## src/include/pm_defs.svh

```systemverilog
/*
	opcodes, field widths, state codes and step timing
	for the P-M control unit
*/
`ifndef PM_DEFS_SVH
`define PM_DEFS_SVH

// opcodes
`define PM_OP_HLT	6'd1
`define PM_OP_SHIFT	6'd2
`define PM_OP_LRG	6'd3

// instruction field widths
`define PM_OP_W		6
`define PM_REG_W	3
`define PM_T_W		6
`define PM_LG_W		2
`define PM_STATE_W	3

// main loop state codes
`define PM_ST_P0	3'd0
`define PM_ST_P1	3'd1
`define PM_ST_P2	3'd2
`define PM_ST_P3	3'd3
`define PM_ST_P4	3'd4
`define PM_ST_P5	3'd5

// step timing
`define PM_STEP_LEN	3
`define PM_PH_W		2
`define PM_LG_LAST	2'd3

`endif

```

## src/pm_pkg.sv

```systemverilog
/*
	types shared by the P-M unit: main loop state,
	two-format instruction word, microoperation bundle
*/
`include "pm_defs.svh"

package pm_pkg;

	// main loop states P0..P5
	typedef enum logic [`PM_STATE_W-1:0] {
		st_p0 = `PM_ST_P0,	// idle
		st_p1 = `PM_ST_P1,	// instruction fetch
		st_p2 = `PM_ST_P2,	// argument fetch
		st_p3 = `PM_ST_P3,	// B-modification
		st_p4 = `PM_ST_P4,	// execute
		st_p5 = `PM_ST_P5	// interrupt accept
	} pm_state_t;

	// normal format with three register fields
	typedef struct packed {
		logic [`PM_OP_W-1:0] op;
		logic d;
		logic [`PM_REG_W-1:0] a;
		logic [`PM_REG_W-1:0] b;
		logic [`PM_REG_W-1:0] c;
	} pm_instr_norm_t;

	// short format, b and c fields merged into t
	typedef struct packed {
		logic [`PM_OP_W-1:0] op;
		logic d;
		logic [`PM_REG_W-1:0] a;
		logic [`PM_T_W-1:0] t;
	} pm_instr_short_t;

	typedef union packed {
		pm_instr_norm_t n;
		pm_instr_short_t s;
	} pm_instr_u;

	// register selector, W bus strobes and memory request
	typedef struct packed {
		logic [`PM_REG_W-1:0] reg_sel;
		logic w_r;
		logic w_ic;
		logic w_ir;
		logic w_ar;
		logic w_ac;
		logic shift_step;
		logic int_ack;
		logic mem_req;
	} pm_microops_t;

endpackage

```

## src/pm_timing.sv

```systemverilog
/*
	step timer: strob1, strob2 and end-of-step pulse,
	held before strob2 while a memory access is pending
*/
`include "pm_defs.svh"

module pm_timing (
	input __clk,
	input rst,
	input pm_pkg::pm_state_t state,
	input mem_wait,
	input mem_done,
	output logic strob1,
	output logic strob2,
	output logic step_end
);

	import pm_pkg::*;

	localparam logic [`PM_PH_W-1:0] PH_S1 = `PM_PH_W'd0;
	localparam logic [`PM_PH_W-1:0] PH_S2 = `PM_PH_W'd1;
	localparam logic [`PM_PH_W-1:0] PH_END = `PM_PH_W'(`PM_STEP_LEN - 1);

	logic [`PM_PH_W-1:0] ph;
	logic hold;

	// stay in front of strob2 while memory is busy
	assign hold = mem_wait & ~mem_done;

	always_ff @(posedge __clk) begin
		if (rst) begin
			ph <= PH_S1;
		end else if (state == st_p0) begin
			// next step starts with strob1
			ph <= PH_S1;
		end else begin
			case (ph)
				PH_S1: ph <= PH_S2;
				PH_S2: begin
					if (!hold)
						ph <= PH_END;
				end
				default: ph <= PH_S1;
			endcase
		end
	end

	assign strob1 = (state != st_p0) && (ph == PH_S1);
	assign strob2 = (ph == PH_S2) && !hold;
	assign step_end = (ph == PH_END);

	a_strobes_apart: assert property (@(posedge __clk) disable iff (rst)
		!(strob1 && strob2));

endmodule

```

## src/pm_sequencer.sv

```systemverilog
/*
	main loop sequencer: START/WAIT flip-flops, state register,
	instruction register, memory wait and next-state choice
*/
`include "pm_defs.svh"

module pm_sequencer (
	input __clk,
	input rst,
	input start_req,
	input stop_req,
	input irq,
	input irq_mask,
	input mem_done,
	input pm_pkg::pm_instr_u instr,
	input strob2,
	input step_end,
	input lk_zero,
	input lg_last,
	output pm_pkg::pm_state_t state,
	output pm_pkg::pm_instr_u ir,
	output logic mem_wait,
	output logic run,
	output logic wait_flag
);

	import pm_pkg::*;

	logic start_q;
	logic wait_q;
	logic is_short;
	logic is_lrg;
	logic p4_again;
	logic int_go;
	logic state_upd;
	pm_state_t state_nx;
	pm_state_t state_leave;

	assign run = start_q & ~wait_q;
	assign wait_flag = wait_q;

	assign is_short = (ir.s.op == `PM_OP_SHIFT);
	assign is_lrg = (ir.n.op == `PM_OP_LRG);

	// START, cleared by stop at any time
	always_ff @(posedge __clk) begin
		if (rst)
			start_q <= 1'b0;
		else if (stop_req)
			start_q <= 1'b0;
		else if (start_req && state == st_p0)
			start_q <= 1'b1;
	end

	// WAIT, set by HLT in execute
	always_ff @(posedge __clk) begin
		if (rst)
			wait_q <= 1'b0;
		else if (start_req && state == st_p0)
			wait_q <= 1'b0;
		else if (state == st_p4 && strob2 && ir.n.op == `PM_OP_HLT)
			wait_q <= 1'b1;
	end

	// decides loop exit and dispatch
	assign p4_again = is_short ? !lk_zero : (is_lrg && !lg_last);
	assign int_go = irq && !irq_mask && state != st_p5;

	always_comb begin
		if (int_go)
			state_leave = st_p5;
		else if (wait_q || !start_q)
			state_leave = st_p0;
		else
			state_leave = st_p1;
	end

	always_comb begin
		state_nx = state;
		case (state)
			st_p0: begin
				if (run)
					state_nx = st_p1;
			end
			st_p1: begin
				if (ir.n.c == '0 && !is_short)
					state_nx = st_p2;
				else if (ir.n.b != '0)
					state_nx = st_p3;
				else
					state_nx = st_p4;
			end
			st_p2: state_nx = (ir.n.b != '0) ? st_p3 : st_p4;
			st_p3: state_nx = st_p4;
			st_p4: state_nx = p4_again ? st_p4 : state_leave;
			st_p5: state_nx = state_leave;
			default: state_nx = st_p0;
		endcase
	end

	// P0 has no step timing, leaves as soon as run is up
	assign state_upd = step_end || (state == st_p0);

	always_ff @(posedge __clk) begin
		if (rst) begin
			state <= st_p0;
			mem_wait <= 1'b0;
		end else begin
			if (state_upd)
				state <= state_nx;
			if (state_upd && (state_nx == st_p1 || state_nx == st_p2))
				mem_wait <= 1'b1;
			else if (mem_done)
				mem_wait <= 1'b0;
		end
	end

	always_ff @(posedge __clk) begin
		if (rst)
			ir <= '0;
		else if (state == st_p1 && mem_done)
			ir <= instr;
	end

	a_p0_hold: assert property (@(posedge __clk) disable iff (rst)
		(state == st_p0 && !run) |=> state == st_p0);

endmodule

```

## src/pm_counters.sv

```systemverilog
/*
	group counter (LG) and step counter (LK)
	for multi-register transfers and shifts
*/
`include "pm_defs.svh"

module pm_counters (
	input __clk,
	input rst,
	input pm_pkg::pm_state_t state,
	input pm_pkg::pm_instr_u ir,
	input strob1,
	input step_end,
	output logic [`PM_LG_W-1:0] lg,
	output logic lg_last,
	output logic lk_zero
);

	import pm_pkg::*;

	logic [`PM_T_W-1:0] lk;
	logic is_shift;
	logic is_lrg;

	assign is_shift = (ir.s.op == `PM_OP_SHIFT);
	assign is_lrg = (ir.n.op == `PM_OP_LRG);

	// step counter, preset from t until execute begins
	always_ff @(posedge __clk) begin
		if (rst)
			lk <= '0;
		else if (state != st_p4)
			lk <= ir.s.t;
		else if (is_shift && strob1 && !lk_zero)
			lk <= lk - 1'b1;
	end

	assign lk_zero = (lk == '0);

	// group counter, one register per execute step
	always_ff @(posedge __clk) begin
		if (rst)
			lg <= '0;
		else if (state != st_p4)
			lg <= '0;
		else if (is_lrg && step_end)
			lg <= lg + 1'b1;
	end

	assign lg_last = (lg == `PM_LG_LAST);

	// once empty in execute, LK stays empty
	a_lk_floor: assert property (@(posedge __clk) disable iff (rst)
		(state == st_p4 && lk_zero) |=> (state != st_p4 || lk_zero));

endmodule

```

## src/pm_microops.sv

```systemverilog
/*
	microoperation decoder: register selector, W bus strobes,
	interrupt acknowledge and memory request per state and strobe
*/
`include "pm_defs.svh"

module pm_microops (
	input pm_pkg::pm_state_t state,
	input pm_pkg::pm_instr_u ir,
	input strob1,
	input strob2,
	input [`PM_LG_W-1:0] lg,
	input mem_wait,
	input mem_done,
	output pm_pkg::pm_microops_t uops
);

	import pm_pkg::*;

	logic is_shift;
	logic is_lrg;
	logic mem_state;

	assign is_shift = (ir.s.op == `PM_OP_SHIFT);
	assign is_lrg = (ir.n.op == `PM_OP_LRG);
	assign mem_state = (state == st_p1) || (state == st_p2);

	always_comb begin
		uops = '0;
		uops.reg_sel = ir.n.a;

		// request drops with the done pulse
		uops.mem_req = mem_state && mem_wait && !mem_done;

		case (state)
			st_p1: begin
				uops.w_ir = strob2;
				uops.w_ic = strob2;
			end
			st_p2: begin
				uops.w_ic = strob2;
				uops.w_ac = strob2;
			end
			st_p3: begin
				// B-modification reads register b
				uops.reg_sel = ir.n.b;
				uops.w_ac = strob2;
			end
			st_p4: begin
				if (is_lrg) begin
					uops.reg_sel = ir.n.a + {1'b0, lg};
					uops.w_r = strob2;
				end
				// t of zero gives a single step with no shift
				if (is_shift)
					uops.shift_step = strob1 && (ir.s.t != '0);
			end
			st_p5: begin
				uops.int_ack = strob2;
				uops.w_ar = strob2;
			end
		endcase
	end

endmodule

```

## src/pm_top.sv

```systemverilog
/*
	P-M control unit top level
*/
module pm_top (
	input __clk,
	input rst,
	input start_req,
	input stop_req,
	input irq,
	input irq_mask,
	input mem_done,
	input pm_pkg::pm_instr_u instr,
	output pm_pkg::pm_state_t state,
	output logic run,
	output logic wait_flag,
	output pm_pkg::pm_microops_t uops
);

	import pm_pkg::*;

	pm_instr_u ir;
	logic mem_wait;
	logic strob1;
	logic strob2;
	logic step_end;
	logic [1:0] lg;
	logic lg_last;
	logic lk_zero;

	pm_timing i_timing (
		.__clk(__clk),
		.rst(rst),
		.state(state),
		.mem_wait(mem_wait),
		.mem_done(mem_done),
		.strob1(strob1),
		.strob2(strob2),
		.step_end(step_end)
	);

	pm_sequencer i_sequencer (
		.__clk(__clk),
		.rst(rst),
		.start_req(start_req),
		.stop_req(stop_req),
		.irq(irq),
		.irq_mask(irq_mask),
		.mem_done(mem_done),
		.instr(instr),
		.strob2(strob2),
		.step_end(step_end),
		.lk_zero(lk_zero),
		.lg_last(lg_last),
		.state(state),
		.ir(ir),
		.mem_wait(mem_wait),
		.run(run),
		.wait_flag(wait_flag)
	);

	pm_counters i_counters (
		.__clk(__clk),
		.rst(rst),
		.state(state),
		.ir(ir),
		.strob1(strob1),
		.step_end(step_end),
		.lg(lg),
		.lg_last(lg_last),
		.lk_zero(lk_zero)
	);

	pm_microops i_microops (
		.state(state),
		.ir(ir),
		.strob1(strob1),
		.strob2(strob2),
		.lg(lg),
		.mem_wait(mem_wait),
		.mem_done(mem_done),
		.uops(uops)
	);

endmodule

```

## config.mk

```make
export PLATFORM = sky130hd
export DESIGN_NAME = pm_top
export DESIGN_NICKNAME = d
export VERILOG_FILES = /design/src/pm_pkg.sv /design/src/pm_timing.sv /design/src/pm_sequencer.sv /design/src/pm_counters.sv /design/src/pm_microops.sv /design/src/pm_top.sv
export VERILOG_INCLUDE_DIRS = /design/src /design/src/include
export SDC_FILE = /design/constraint.sdc
export NUM_CORES = 1
export LEC_CHECK = 0
export CAP_MARGIN = 5
export CORE_MARGIN = 5
export CORE_UTILIZATION = 32
export DETAILED_ROUTE_END_ITERATION = 8
export DONT_BUFFER_PORTS = 1
export PLACE_DENSITY_LB_ADDON = 0.12
export RECOVER_POWER = 50
export SLEW_MARGIN = 20
export SYNTH_ARGS = -nofsm -noshare
export SYNTH_HDL_FRONTEND = slang
export SYNTH_SLANG_ARGS = --single-unit
```

## constraint.sdc

```tcl
create_clock -name __clk -period 1.66 [get_ports __clk]
set_input_delay 0 -clock __clk [delete_from_list [all_inputs] [get_ports __clk]]
set_output_delay 0 -clock __clk [all_outputs]
set_load 0.02 [all_outputs]
```

==> results of run 1 <==
## worst paths after layout
kind | start | end | cells after the start
max | i_sequencer.ir[15]$_SDFFE_PP0P_ | uops[10] | 5
min | mem_done | i_sequencer.mem_wait$_SDFFE_PP0P_ | 2
max reg2reg | i_sequencer.ir[15]$_SDFFE_PP0P_ | i_sequencer.mem_wait$_SDFFE_PP0P_ | 7
min reg2reg | i_sequencer.ir[13]$_SDFFE_PP0P_ | i_sequencer.ir[13]$_SDFFE_PP0P_ | 2
## cell families (layout without fill, tap and decap cells)
family                   after synthesis  count (layout)
AND/OR/NAND/NOR                      101             101
AO/OA/AOI/OAI                         47              47
flip-flops                            31              31
buffers and inverters                 22              86
XOR/XNOR                               7               7
adder cells (fa/ha/maj)                5               5
multiplexers                           1               1
## power groups by stage
stage / registers, W / logic [W] / clock network, W
2_1_floorplan: 0.00101 / 0.000829 / 0
3_3_place_gp: 0.000987 / 0.00146 / 0
3_5_place_dp: 0.000989 / 0.00147 / 0
4_1_cts: 0.000971 / 0.00158 / 0.000793
5_1_grt: 0.000990 / 0.00196 / 0.000823
6_report: 0.000972 / 0.00181 / 0.000771
## cell type report
| type | count | area [um^2] | share of cell area |
|---|---|---|---|
| clock buffers | 6 | 82.58 | 0.03224 |
| clock inverters | 2 | 35.03 | 0.01368 |
| inverters | 8 | 30.03 | 0.01172 |
| multi-input cells | 161 | 1105 | 0.4314 |
| flip-flops and latches | 31 | 623.1 | 0.2433 |
| well taps | 70 | 87.58 | 0.03420 |
| repair buffers | 70 | 598.1 | 0.2335 |
## cells in the final DEF, fill, tap and decap left out, types with 3 or more instances in the layout
cell type	netlist	final
sky130_fd_sc_hd__nand2_2	0	4
sky130_fd_sc_hd__buf_6	0	5
sky130_fd_sc_hd__a211oi_2	2	6
sky130_fd_sc_hd__buf_4	1	39
sky130_fd_sc_hd__nand2_1	43	39
sky130_fd_sc_hd__clkbuf_1	11	5
sky130_fd_sc_hd__ha_1	4	4
sky130_fd_sc_hd__nor3_4	0	3
sky130_fd_sc_hd__dfxtp_1	31	29
sky130_fd_sc_hd__inv_1	7	7
sky130_fd_sc_hd__nand2b_1	4	4
sky130_fd_sc_hd__dlygate4sd3_1	0	19
sky130_fd_sc_hd__xor2_1	5	5
sky130_fd_sc_hd__and3_1	4	3
sky130_fd_sc_hd__a21oi_1	20	19
sky130_fd_sc_hd__nor2_1	19	17
sky130_fd_sc_hd__nor3_1	12	9
sky130_fd_sc_hd__o21ai_2	0	3
sky130_fd_sc_hd__clkbuf_8	0	6
## Yosys cell counts, types with 2 or more instances
| cell type | number |
|---|---|
| sky130_fd_sc_hd__nand2b_1 | 4 |
| sky130_fd_sc_hd__a221o_1 | 2 |
| sky130_fd_sc_hd__nor2_1 | 19 |
| sky130_fd_sc_hd__buf_2 | 2 |
| sky130_fd_sc_hd__nor3_1 | 12 |
| sky130_fd_sc_hd__nand2_1 | 43 |
| sky130_fd_sc_hd__nand3_1 | 3 |
| sky130_fd_sc_hd__and3_1 | 4 |
| sky130_fd_sc_hd__or3_1 | 2 |
| sky130_fd_sc_hd__xnor2_1 | 2 |
| sky130_fd_sc_hd__a211oi_1 | 4 |
| sky130_fd_sc_hd__a2111oi_0 | 2 |
| sky130_fd_sc_hd__o21ai_0 | 2 |
| sky130_fd_sc_hd__xor2_1 | 5 |
| sky130_fd_sc_hd__clkbuf_1 | 11 |
| sky130_fd_sc_hd__a211oi_2 | 2 |
| sky130_fd_sc_hd__a21oi_1 | 20 |
| sky130_fd_sc_hd__o21ai_1 | 3 |
| sky130_fd_sc_hd__inv_1 | 7 |
| sky130_fd_sc_hd__dfxtp_1 | 31 |
| sky130_fd_sc_hd__ha_1 | 4 |
| sky130_fd_sc_hd__nor3b_1 | 2 |
| sky130_fd_sc_hd__nor4_1 | 2 |
| sky130_fd_sc_hd__a22oi_1 | 2 |
## layer usage
layer | vias up | wire [um] | part of all wire
li1 | 878 | - | -
met4 | 0 | 67 | 0.014
met5 | - | 0 | 0
met1 | 755 | 2159 | 0.45
met2 | 51 | 2275 | 0.48
met3 | 8 | 261 | 0.055
## flip-flops by register name (all words and copies together) (netlist names)
register               cells
i_sequencer.ir            15
i_counters.lk              6
i_sequencer.state          3
i_sequencer.mem_wait       1
i_sequencer.wait_flag      1
i_timing.ph                2
i_counters.lg              2
i_sequencer.start_q        1
## timing repair
action | 4_1_cts | 5_1_grt
pin swaps | 10 | 14
hold buffers | 20 | 0
gates resized for setup | 10 | 29
setup buffers | 3 | 3
setup endpoints to repair | 18 | 34
endpoints found under the hold margin | 31 | 0
## worst max-delay path, cell delays in order, from the launching register on
cell and delay, ns:
sky130_fd_sc_hd__dfxtp_2 0.32, sky130_fd_sc_hd__or4_4 0.56, sky130_fd_sc_hd__or2_4 0.28, sky130_fd_sc_hd__o21ai_1 0.11, sky130_fd_sc_hd__o21ai_1 0.07, sky130_fd_sc_hd__a221o_1 0.40
## per-stage QoR
step | total power, W | hold WS, ns | setup TNS (ns)
4_1_cts | 0.003344 | 0.04294 | -4.200
2_1_floorplan | 0.001843 | 0.07679 | -1.080
3_5_place_dp | 0.002455 | 0.07403 | -2.214
6_report | 0.003550 | 0.05510 | -4.284
5_1_grt | 0.003775 | 0.06776 | -6.965
3_3_place_gp | 0.002444 | 0.06943 | -2.400
==> results, run 1 <==
- The post-layout utilization of the core is 0.5079.
- The clock tree from TritonCTS is done.
- After routing the design area is 2561 um^2.
- CTS saw 31 sinks.
- For this run, asynchronously set or reset flops after synthesis account for 0.
- The share of power burned in registers is 0.274.
- Clock-pin slew was measured on the worst setup and hold paths at ~0.070 ns.
- The floorplan die area is 6680 um^2.
- The final reports fail on negative setup slack.
- Measured against the total synthesized area, the mux share comes to 0.006079.
- The worst-case IR drop observed on VDD is between 0.0005 and 0.0006 V.
- Setup repair after global routing could not meet its margin everywhere.
- The average routed wire per standard cell is between 10 and 15 um.
- The setup slack of the most critical reg-to-reg path is -0.36 ns.
- Of all nets on the critical path, the largest fanout is 5.
- The global-route congestion overflow total is 0.
- Measured against its own limit, the worst slew margin works out to 0.5545.
- The half-perimeter wire length after detailed placement is around 3600 um.
- The leading area contributor after synthesis is sky130_fd_sc_hd__dfxtp_1.
- The boundary pin count is 39.
- The post-route minimum period is ~2 ns.
- The switching power is roughly 0.0014 W.
- Once detail routing completed, the nets flagged for antenna violations numbered 0.
- Data on the critical path arrives at its endpoint at slightly above 2 ns.
- The setup slack of the critical path after layout is -0.3751 ns.
- The share of post-route cells with drive strength above 1 is 0.3309.
- The initial antenna violation count is 0.
- Timing would allow up to ~0.5 GHz.
- The required time reported for the critical path endpoint is between 1.5 and 2 ns.
- The register area share after synthesis is 0.3769.
- The non-filler instance count after layout is 348.
- The region available for standard cell placement spans 5042 um^2.
- At the placement stage, the worst setup path has a slack of -0.2422 ns.
- The congestion estimate from routability-driven global placement came to 0.7876.
- The busiest layer in global routing is met2.
- The via count of the first global-routing pass is 1,638.
- Counting the buffers created by CTS gives 5.
- The share of Yosys cell area claimed by the top area cell type is 0.3769.
- The total count of hold-check failures in the final report came to 0.
- The area share of fa/ha/maj cells after synthesis is 0.04255.
- Entering global routing, the biggest net connects 33 pins.
- The floorplan step set the die height to 81.73 um.
- The main combinational cell family by area after synthesis is simple AND/OR/NAND/NOR gates.
- Of the total power, the share spent switching nets is 0.3809.
- The met3 demand-to-capacity share in global routing is 0.02741.
- Yosys attributes the largest share of cell area to sky130_fd_sc_hd__dfxtp_1 (38%), sky130_fd_sc_hd__nand2_1 (9.8%), sky130_fd_sc_hd__a21oi_1 (6.1%), sky130_fd_sc_hd__nor2_1 (4.3%), sky130_fd_sc_hd__nor3_1 (3.6%).
- For this configuration, the core starts out at a cell density of 0.3266.
- The DRC violations left is 0.
- Synthesis produced a netlist whose cell count is between 200 and 250.
- The net count of the finished layout is around 300.
- The xor-xnor portion of the synthesized cell area is 0.03723.
- For the final database, setup skew stands at ~0.0062 ns.
- The kind of end point of the critical path is an output pin.
- The flip-flop and latch count after synthesis is 31.
- The number of pins with negative max-slew slack in the final report is 0.
- The number of search-and-repair iterations in the first detailed-routing pass is 4.
- The number of warning messages in the yosys log is 0.
- The root buffer cell chosen for the clock tree is sky130_fd_sc_hd__clkbuf_8.
- The flow ran to the end, but the final reports show violations.
- At the pin with the least slew margin, the transition time is about 0.66 ns.
- The synthesized netlist occupies a cell area of between 1500 and 2000 um^2.
- The share of total power dissipated in the clock network is 0.217.
- Synthesis produced a netlist with a net count of 242.
- The portion of the clock cycle consumed by the worst path in the final layout is 1.226.
- The final setup violation count is 21.
- The class of the worst hold path is in2reg.
- The compound-cell area share of the yosys netlist is 0.1938.
- The main flop type after synthesis is sky130_fd_sc_hd__dfxtp_1.
- The number of enable-type register cells in the synthesized netlist is 0.
- The number of inserted filler cells in the final layout is roughly 490.
- The total leakage power is 0.9546 nW.
- 0 antenna diodes ended up in the layout.
- The basic-gate share of the synthesized area counting and, or, nand and nor cells is 0.2895.
- Once placement finished, the instance area stood at 2044 um^2.
- The width of the die is just over 80 um.
- The internal portion of the total power is around 0.0022 W.
- In the global route stage, met2 resource usage came out at 0.2391.
- The H-tree depth reported by CTS is 2.
- The clock insertion delay at the later pin of the skew report is about 0.28 ns.
- The number of port buffers is 0.
- After synthesis, the netlist uses 48 different library cells.
- The power density normalized to cell area is ~1400 nW/um^2.
- The number of instances in the placed design is about 310.
- The worst setup path is of the reg2out kind.
- After floorplanning, the core was divided into 26 placement rows.
- The violation count after the first detailed-routing iteration is 65.
- The final layout contains routed wiring with a total length of around 4800 um.
- The first global-routing pass estimated roughly 7500 um of wire.
- In this run the mean area of a mapped cell was between 7 and 8 um^2.
- The combinational fraction of design power is 0.509.
- The clock passes through at most 2 buffers.
- Across the run, the number of max-cap violations was 0.
- From synthesis to final layout, the design area changed by 55.55%.
- The critical path launch point type is a flip-flop.
- The global-route total usage across every layer is 0.1481.
- The met1 capacity usage during global routing is 0.1956.
- The via count is 1,692.
- Using the TritonRoute via totals, the vias-per-cell ratio works out to about 4.9.
No activity file was read; power rests on OpenSTA's default activity.
==> run 2: changes to the inputs <==
- CTS_BUF_LIST: default -> sky130_fd_sc_hd__clkbuf_4
==> run 2 against run 1 <==
  * The run still ends with negative setup slack left
  * Register-to-register slack about the same
  * First-iteration DRC count increased by 17%
  * Final cell count decreased by 0.29%
  * Clock skew increased by 0.0043 ns
  * Non-clock buffer count decreased by 1
  * Core utilization decreased by 2.0 points
  * Clock-buffer cell count decreased by 1
  * Global-route usage increased by 0.23 points
  * Power decreased by 9.0%
  * Worst hold slack got worse by 0.037 ns
  * Critical path type unchanged
==> results, run 2 (synthesis results as in run 1) <==
- The run finished, with violations left.
- The checks that failed: negative setup slack.
- The post-placement setup slack is -0.2422 ns.
- The number of pins with negative max-slew slack in the final report is 0.
- The smallest clock period supported by the final layout is computed as about 2.1 ns.
- The design draws about 0.0032 W.
- Of the total power, the share spent switching nets is 0.3896.
- The overall die height is 81.73 um.
- The share of power burned in registers is 0.301.
- For flop-to-flop paths, the worst setup slack is -0.37 ns.
- Clock tree synthesis found a total of 31 sinks.
- Across all layers, the routed design uses between 1,500 and 2,000 vias.
- The average routed wire per standard cell is approximately 13 um.
- The number of inserted diodes is 0.
- After routing, the total negative slack on setup checks comes to -4.353 ns.
- The analysis attributes to cell leakage a power of about 0.93 nW.
- The detailed router finished its first iteration with 76 violations.
- The overall routed net length is 4614 um.
- The critical path launch point type is a flip-flop.
- Summed over all nets, the switching power comes to between 0.001 and 0.0015 W.
- Setup repair after global routing could not meet its margin everywhere.
- The largest registers in the layout are i_sequencer.ir (15), i_counters.lk (6), i_sequencer.state (3).
- The number of search-and-repair iterations in the first detailed-routing pass is 4.
- The DRC violations left is 0.
- For this run the aggregate overflow at the end of global routing stands at 0.
- The ratio of routed vias to standard cells is 4.795.
- Entering global routing, the biggest net connects 33 pins.
- The kind of end point of the critical path is an output pin.
- The growth of design area from synthesis to finish is 49.32%.
- Across the whole layout, storage elements account for between 600 and 700 um^2.
- TritonCTS built the clock tree.
- The worst-case IR drop observed on VDD is ~0.00054 V.
- The floorplan die area is about 6700 um^2.
- The setup slack of the critical path after layout is -0.4042 ns.
- The worst path arrival time is around 2 ns.
- The initial utilization of the core area, before any placement, comes to 0.3266.
- After clock tree synthesis, the clock-pin slew on the worst setup and hold paths is 0.11 ns.
- The leading cell type in the layout, fill and taps excluded is sky130_fd_sc_hd__buf_4.
- The core region is 5042 um^2.
- The slew at the pin closest to its max-slew limit is ~0.64 ns.
- The critical path class is reg2out.
- In the final layout, the share of cells above drive strength 1 is 0.3032.
- Counting the buffers created by CTS gives 5.
- The path class of the tightest hold or removal check is in2reg.
- The register with the most flip-flops in the layout has 15 of them.
- The initial antenna violation count came to 0.
- The total count of hold-check failures in the final report is 0.
- The clock arrives with between 0.01 and 0.015 ns of skew.
- The worst slew margin relative to its limit is 0.5707.
- The via count of the first global-routing pass is approximately 1,700.
- The power density normalized to cell area is about 1300 nW/um^2.
- After legalization and detailed placement, the total HPWL measured between 3000 and 4000 um.
- In the layout the commonest cells are sky130_fd_sc_hd__buf_4 (42), sky130_fd_sc_hd__nand2_1 (40), sky130_fd_sc_hd__dfxtp_1 (29).
- The maximum fanout along the worst path is 5.
- The register with the most flip-flops in the final layout is i_sequencer.ir.
- The final-stage net count is roughly 300.
- In this run the count of I/O pins placed on the die edge is 39.
- The final setup violation count is 19.
- The number of placement rows is 26.
- The number of instances in the placed design is approximately 310.
- The later pin in the worst-skew pair is clocked with a latency of ~0.34 ns.
- The achievable clock frequency is 0.4844 GHz.
- Buffers placed on the I/O ports in this run total 0.
- Counting the fill cells in the layout gives approximately 500.
- At the worst endpoint, the required time is 1.66 ns.
- The internal portion of total power is between 0.0015 and 0.002 W.
- Of the total power, the clock network draws 0.180.
- The count of nets left with antenna violations after detail routing is 0.
- The clock root buffer is sky130_fd_sc_hd__clkbuf_4.
- The portion of the clock cycle consumed by the worst path in the final layout is 1.244.
- Of the total power, combinational logic draws 0.519.
- The H-tree generated during clock tree synthesis spans 2 levels.
- The finished layout holds 347 standard cells, fillers aside.
- The global-route total usage across every layer is 0.1503.
- The max-cap check violation count is 0.
- At the end of routability-driven placement, the weighted congestion stood at ~0.8.
- The multi-input logic area is approximately 1100 um^2.
- Counting along the longest clock path gives a buffer depth of 2.
- The wire length of the first global-routing pass is about 7700 um.
- The width of the die is about 82 um.
==> run 2: cell count changes in the layout (fill, tap and decap cells not counted), moves of 2 or more <==
cell	before	now
sky130_fd_sc_hd__clkbuf_8	6	0
sky130_fd_sc_hd__clkbuf_1	5	3
sky130_fd_sc_hd__a211oi_2	6	4
sky130_fd_sc_hd__buf_4	39	42
sky130_fd_sc_hd__a211oi_1	0	2
sky130_fd_sc_hd__clkbuf_4	0	5
sky130_fd_sc_hd__o21ai_2	3	1
sky130_fd_sc_hd__buf_6	5	2
==> run 2: worst paths after layout <==
| kind | from | end | cells past startpoint |
|---|---|---|---|
| max | i_sequencer.ir[12]$_SDFFE_PP0P_ | uops[10] | 5 |
| min | mem_done | i_sequencer.ir[0]$_SDFFE_PP0P_ | 3 |
| max reg2reg | i_sequencer.ir[12]$_SDFFE_PP0P_ | i_sequencer.mem_wait$_SDFFE_PP0P_ | 7 |
| min reg2reg | i_sequencer.ir[13]$_SDFFE_PP0P_ | i_sequencer.ir[13]$_SDFFE_PP0P_ | 2 |
==> run 2: power groups by stage <==
stage,combinational [W],clock (W),sequential (W)
floorplan,0.000829,0,0.00101
global placement,0.00146,0,0.000987
detailed placement,0.00147,0,0.000989
CTS,0.00162,0.000596,0.000971
global route,0.00184,0.000628,0.000993
finish,0.00168,0.000582,0.000971
==> run 2: repair_timing <==
action                                 4_1_cts  5_1_grt
setup endpoints to repair                   18       39
endpoints found under the hold margin       31        0
setup buffers                                4        0
pin swaps                                   12        4
gates resized for setup                     13       17
hold buffers                                21        0
gates cloned                                 0        0
==> run 2: layout make-up <==
class | instances | area share
Multi-Input combinational cell | 161 | 0.4280
Sequential cell | 31 | 0.2534
Timing Repair Buffer | 69 | 0.2397
Tap cell | 70 | 0.03562
Clock inverter | 3 | 0.01578
Clock buffer | 5 | 0.01527
Inverter | 8 | 0.01221
==> run 2: routing by layer <==
layer,GRT usage,vias to the layer above,routed length (um)
met5,0,-,0
met4,0.05316,0,72
met3,0.03728,7,193
met2,0.2383,43,2131
met1,0.1976,741,2216
li1,-,873,-
==> run 2: critical path, cell delays in order, from the launching register on <==
cell and delay, ns:
sky130_fd_sc_hd__dfxtp_2 0.33, sky130_fd_sc_hd__or4_4 0.53, sky130_fd_sc_hd__or2_4 0.27, sky130_fd_sc_hd__o21ai_1 0.11, sky130_fd_sc_hd__o21ai_1 0.07, sky130_fd_sc_hd__a221o_1 0.40
==> run 2: per-stage QoR <==
step,instance area (um^2),hold slack [ns],utilization
2_1_floorplan,1693,0.07679,-
3_3_place_gp,2044,0.06943,0.4055
3_5_place_dp,2044,0.07403,0.4055
4_1_cts,2415,0.02179,0.4789
5_1_grt,2459,0.04033,0.4876
6_report,2459,0.01779,0.4876
==> run 3: changes to the inputs <==
- SKIP_CTS_REPAIR_TIMING: default -> 1
==> run 3 against run 2 <==
  * The flow still finishes with violations (negative setup slack)
  * Sequential share of layout area is 0.064 points lower
  * Combinational power is 4% higher
  * Power is 1.7% higher
  * Die area stayed put
  * Worst hold slack better by 0.0079 ns
  * Critical endpoint unchanged
  * Highest routed layer unchanged
  * Setup slack worse by 0.067 ns
  * Core utilization hardly changed
==> results, run 3 (synthesis results as in run 1) <==
- The flow ran to the end, but the final reports show violations.
- The final reports fail on negative setup slack.
- The library cells used most frequently in the layout, excluding fill and tap cells, are sky130_fd_sc_hd__buf_4 (42), sky130_fd_sc_hd__nand2_1 (40), sky130_fd_sc_hd__dfxtp_1 (30).
- The switching power is 0.001306 W.
- The number of search-and-repair iterations in the first detailed-routing pass is 4.
- The share of total power dissipated in sequential elements is 0.295.
- Buffers placed on the I/O ports in this run total 0.
- The internal portion of the total power is 0.001980 W.
- The share of total power dissipated in combinational logic is 0.528.
- The setup slack of the critical path after layout is -0.4708 ns.
- The violation count after the first detailed-routing iteration is 74.
- Entering global routing, the biggest net connects 33 pins.
- The initial utilization of the core area, before any placement, comes to 0.3266.
- TritonCTS built the clock tree.
- The post-route minimum period is 2.131 ns.
- After detailed routing, the number of vias per cell comes to roughly 4.8.
- The total area inside the core boundary comes to between 5000 and 6000 um^2.
- The global-route total usage across every layer is 0.1451.
- The sequential cell area is just over 600 um^2.
- Once detail routing completed, the nets flagged for antenna violations numbered 0.
- Leaving out fill and tap cells, the most frequent cell in the layout is sky130_fd_sc_hd__buf_4.
- The post-layout utilization of the core is 0.4878.
- The worst slew margin relative to its limit is 0.5533.
- The number of inserted filler cells in the final layout is roughly 500.
- Setup repair after global routing could not meet its margin everywhere.
- The kind of end point of the critical path is an output pin.
- Walking the worst path, the cells encountered are or4_4 -> or2_4 -> o21ai_1 -> o21ai_1 -> a221o_1.
- The number of antenna diodes in the final layout is 0.
- The first global-routing pass estimated ~7400 um of wire.
- On the worst path, the slowest cell contributes a delay of about 0.56 ns.
- Measured along the x axis, the die boundary spans around 82 um.
- The global placement routability congestion is roughly 0.79.
- Clock latency on the worst-skew pair, taken at its later pin, is 0.34 ns.
- The most flop-heavy register is i_sequencer.ir.
- The final hold slack is approximately 0.026 ns.
- The half-perimeter wire length after detailed placement is 3603 um.
- For this block, the via count after detailed routing is 1,678.
- CTS built an H-tree with a depth of 2.
- The power density normalized to cell area is between 1000 and 1500 nW/um^2.
- The register clock-pin slew on the reported worst setup and hold paths is around 0.1 ns.
- The critical path launch point type is a flip-flop.
- The via count of the first global-routing pass is ~1,600.
- The final setup violation count is 21.
- The critical path is of the reg2out type.
- The area growth from synthesis to layout is 49.39%.
- The net count of the finished layout is slightly above 300.
- 39 I/O pins were placed.
- Along the worst path, the maximum fanout reaches 5.
- The overall die height is 81.73 um.
- The final layout contains routed wiring with a total length of roughly 4800 um.
- The achievable clock frequency is ~0.47 GHz.
- Power comes to around 0.0033 W.
- The clock root buffer is sky130_fd_sc_hd__clkbuf_4.
- The number of clock sinks is 31.
- The total leakage power is just over 0.9 nW.
- The worst hold path belongs to the class in2reg.
- The register with the most flip-flops in the layout has 15 of them.
- The most numerous cell type found on the critical path is sky130_fd_sc_hd__o21ai_1.
- Across the routed clock network, the largest skew measured is 0.01049 ns.
- The total count of hold-check failures in the final report is 0.
- OpenSTA, run right after detailed placement, puts the worst setup slack at -0.2422 ns.
- Dividing the final minimum period by the clock period gives 1.284.
- The critical path contains buffers and inverters numbering 0 combined.
- STA puts the critical path data arrival time at between 2 and 2.5 ns.
- The share of post-route cells with drive strength above 1 is 0.3105.
- Counting along the longest clock path gives a buffer depth of 2.
- Of the total power, the clock network draws 0.177.
- The number of pins with negative max-slew slack in the final report came to 0.
- The floorplan has 26 rows.
- In the routed design, unresolved DRC markers number 0.
- The total clock buffers created by CTS is 5.
- The maximum vdd ir drop is 0.0005399 V.
- For the worst setup path, the data required time is approximately 1.7 ns.
- The largest registers in the layout are i_sequencer.ir (15), i_counters.lk (6), i_sequencer.state (3).
- The setup TNS after final layout is -4.921 ns.
- For the pin with the worst max-slew slack, the measured transition is roughly 0.67 ns.
- The max-cap check violation count is 0.
- The switching portion of total power is 0.3974.
- The global-route congestion overflow total is 0.
- The multi-input logic area is between 1000 and 1500 um^2.
- Among all stages on the critical path, the largest delay is contributed by sky130_fd_sc_hd__or4_4.
- The floorplan die area is roughly 6700 um^2.
- The average routed wire per standard cell is approximately 14 um.
- The kind of cell with the highest combined delay on the critical path is simple AND/OR/NAND/NOR gates.
- The initial antenna violation count is 0.
[run 3: cell types whose count changed in the layout (fill, tap and decap cells not counted), moves of 2 or more]
cell / previous run / this run
sky130_fd_sc_hd__nor2_2: 1 / 3
sky130_fd_sc_hd__o21ai_2: 1 / 3
sky130_fd_sc_hd__nor2_1: 17 / 15
sky130_fd_sc_hd__clkbuf_1: 3 / 5
[run 3: final timing paths]
| kind | start | end | slack, ns | cells past startpoint |
|---|---|---|---|---|
| max | i_sequencer.ir[12]$_SDFFE_PP0P_ | uops[10] | -0.47 | 5 |
| min reg2reg | i_sequencer.ir[13]$_SDFFE_PP0P_ | i_sequencer.ir[13]$_SDFFE_PP0P_ | 0.47 | 2 |
| max reg2reg | i_sequencer.ir[12]$_SDFFE_PP0P_ | i_sequencer.mem_wait$_SDFFE_PP0P_ | -0.40 | 7 |
| min | mem_done | i_sequencer.ir[0]$_SDFFE_PP0P_ | 0.03 | 3 |
[run 3: worst register-to-register path, stage by stage (launching register included)]
cell and delay, ns:
sky130_fd_sc_hd__dfxtp_2 0.33, sky130_fd_sc_hd__or4_4 0.56, sky130_fd_sc_hd__buf_4 0.18, sky130_fd_sc_hd__nor2_4 0.11
sky130_fd_sc_hd__a21oi_1 0.09, sky130_fd_sc_hd__o221a_1 0.27, sky130_fd_sc_hd__o21a_1 0.21, sky130_fd_sc_hd__o32ai_2 0.24
[run 3: metrics by stage]
stage,area [um^2],std cells
after CTS,2121,322
final,2460,347
after global placement,2044,314
after floorplan,1693,214
after detailed placement,2044,314
after global routing,2460,347
[run 3: final cells by class]
cell class              instances  share of cell area
clock buffers                   5             0.01526
clock inverters                 3             0.01577
inverters                       8             0.01221
multi-input cells             161              0.4344
flip-flops and latches         31              0.2528
well taps                      70             0.03561
repair buffers                 69              0.2340
[run 3: layer usage]
| metal | up-vias | GRT usage | share of wire |
|---|---|---|---|
| li1 | 872 | - | - |
| met1 | 749 | 0.1909 | 0.46 |
| met2 | 45 | 0.2278 | 0.47 |
| met3 | 12 | 0.04276 | 0.048 |
| met4 | 0 | 0.04485 | 0.021 |
| met5 | - | 0 | 0 |
[run 3: power groups by stage]
stage	combinational (W)	sequential, W	clock (W)
after floorplan	0.000829	0.00101	0
after global placement	0.00146	0.000987	0
after detailed placement	0.00147	0.000989	0
after CTS	0.00147	0.000970	0.000596
after global routing	0.00189	0.000989	0.000626
final	0.00174	0.000968	0.000582
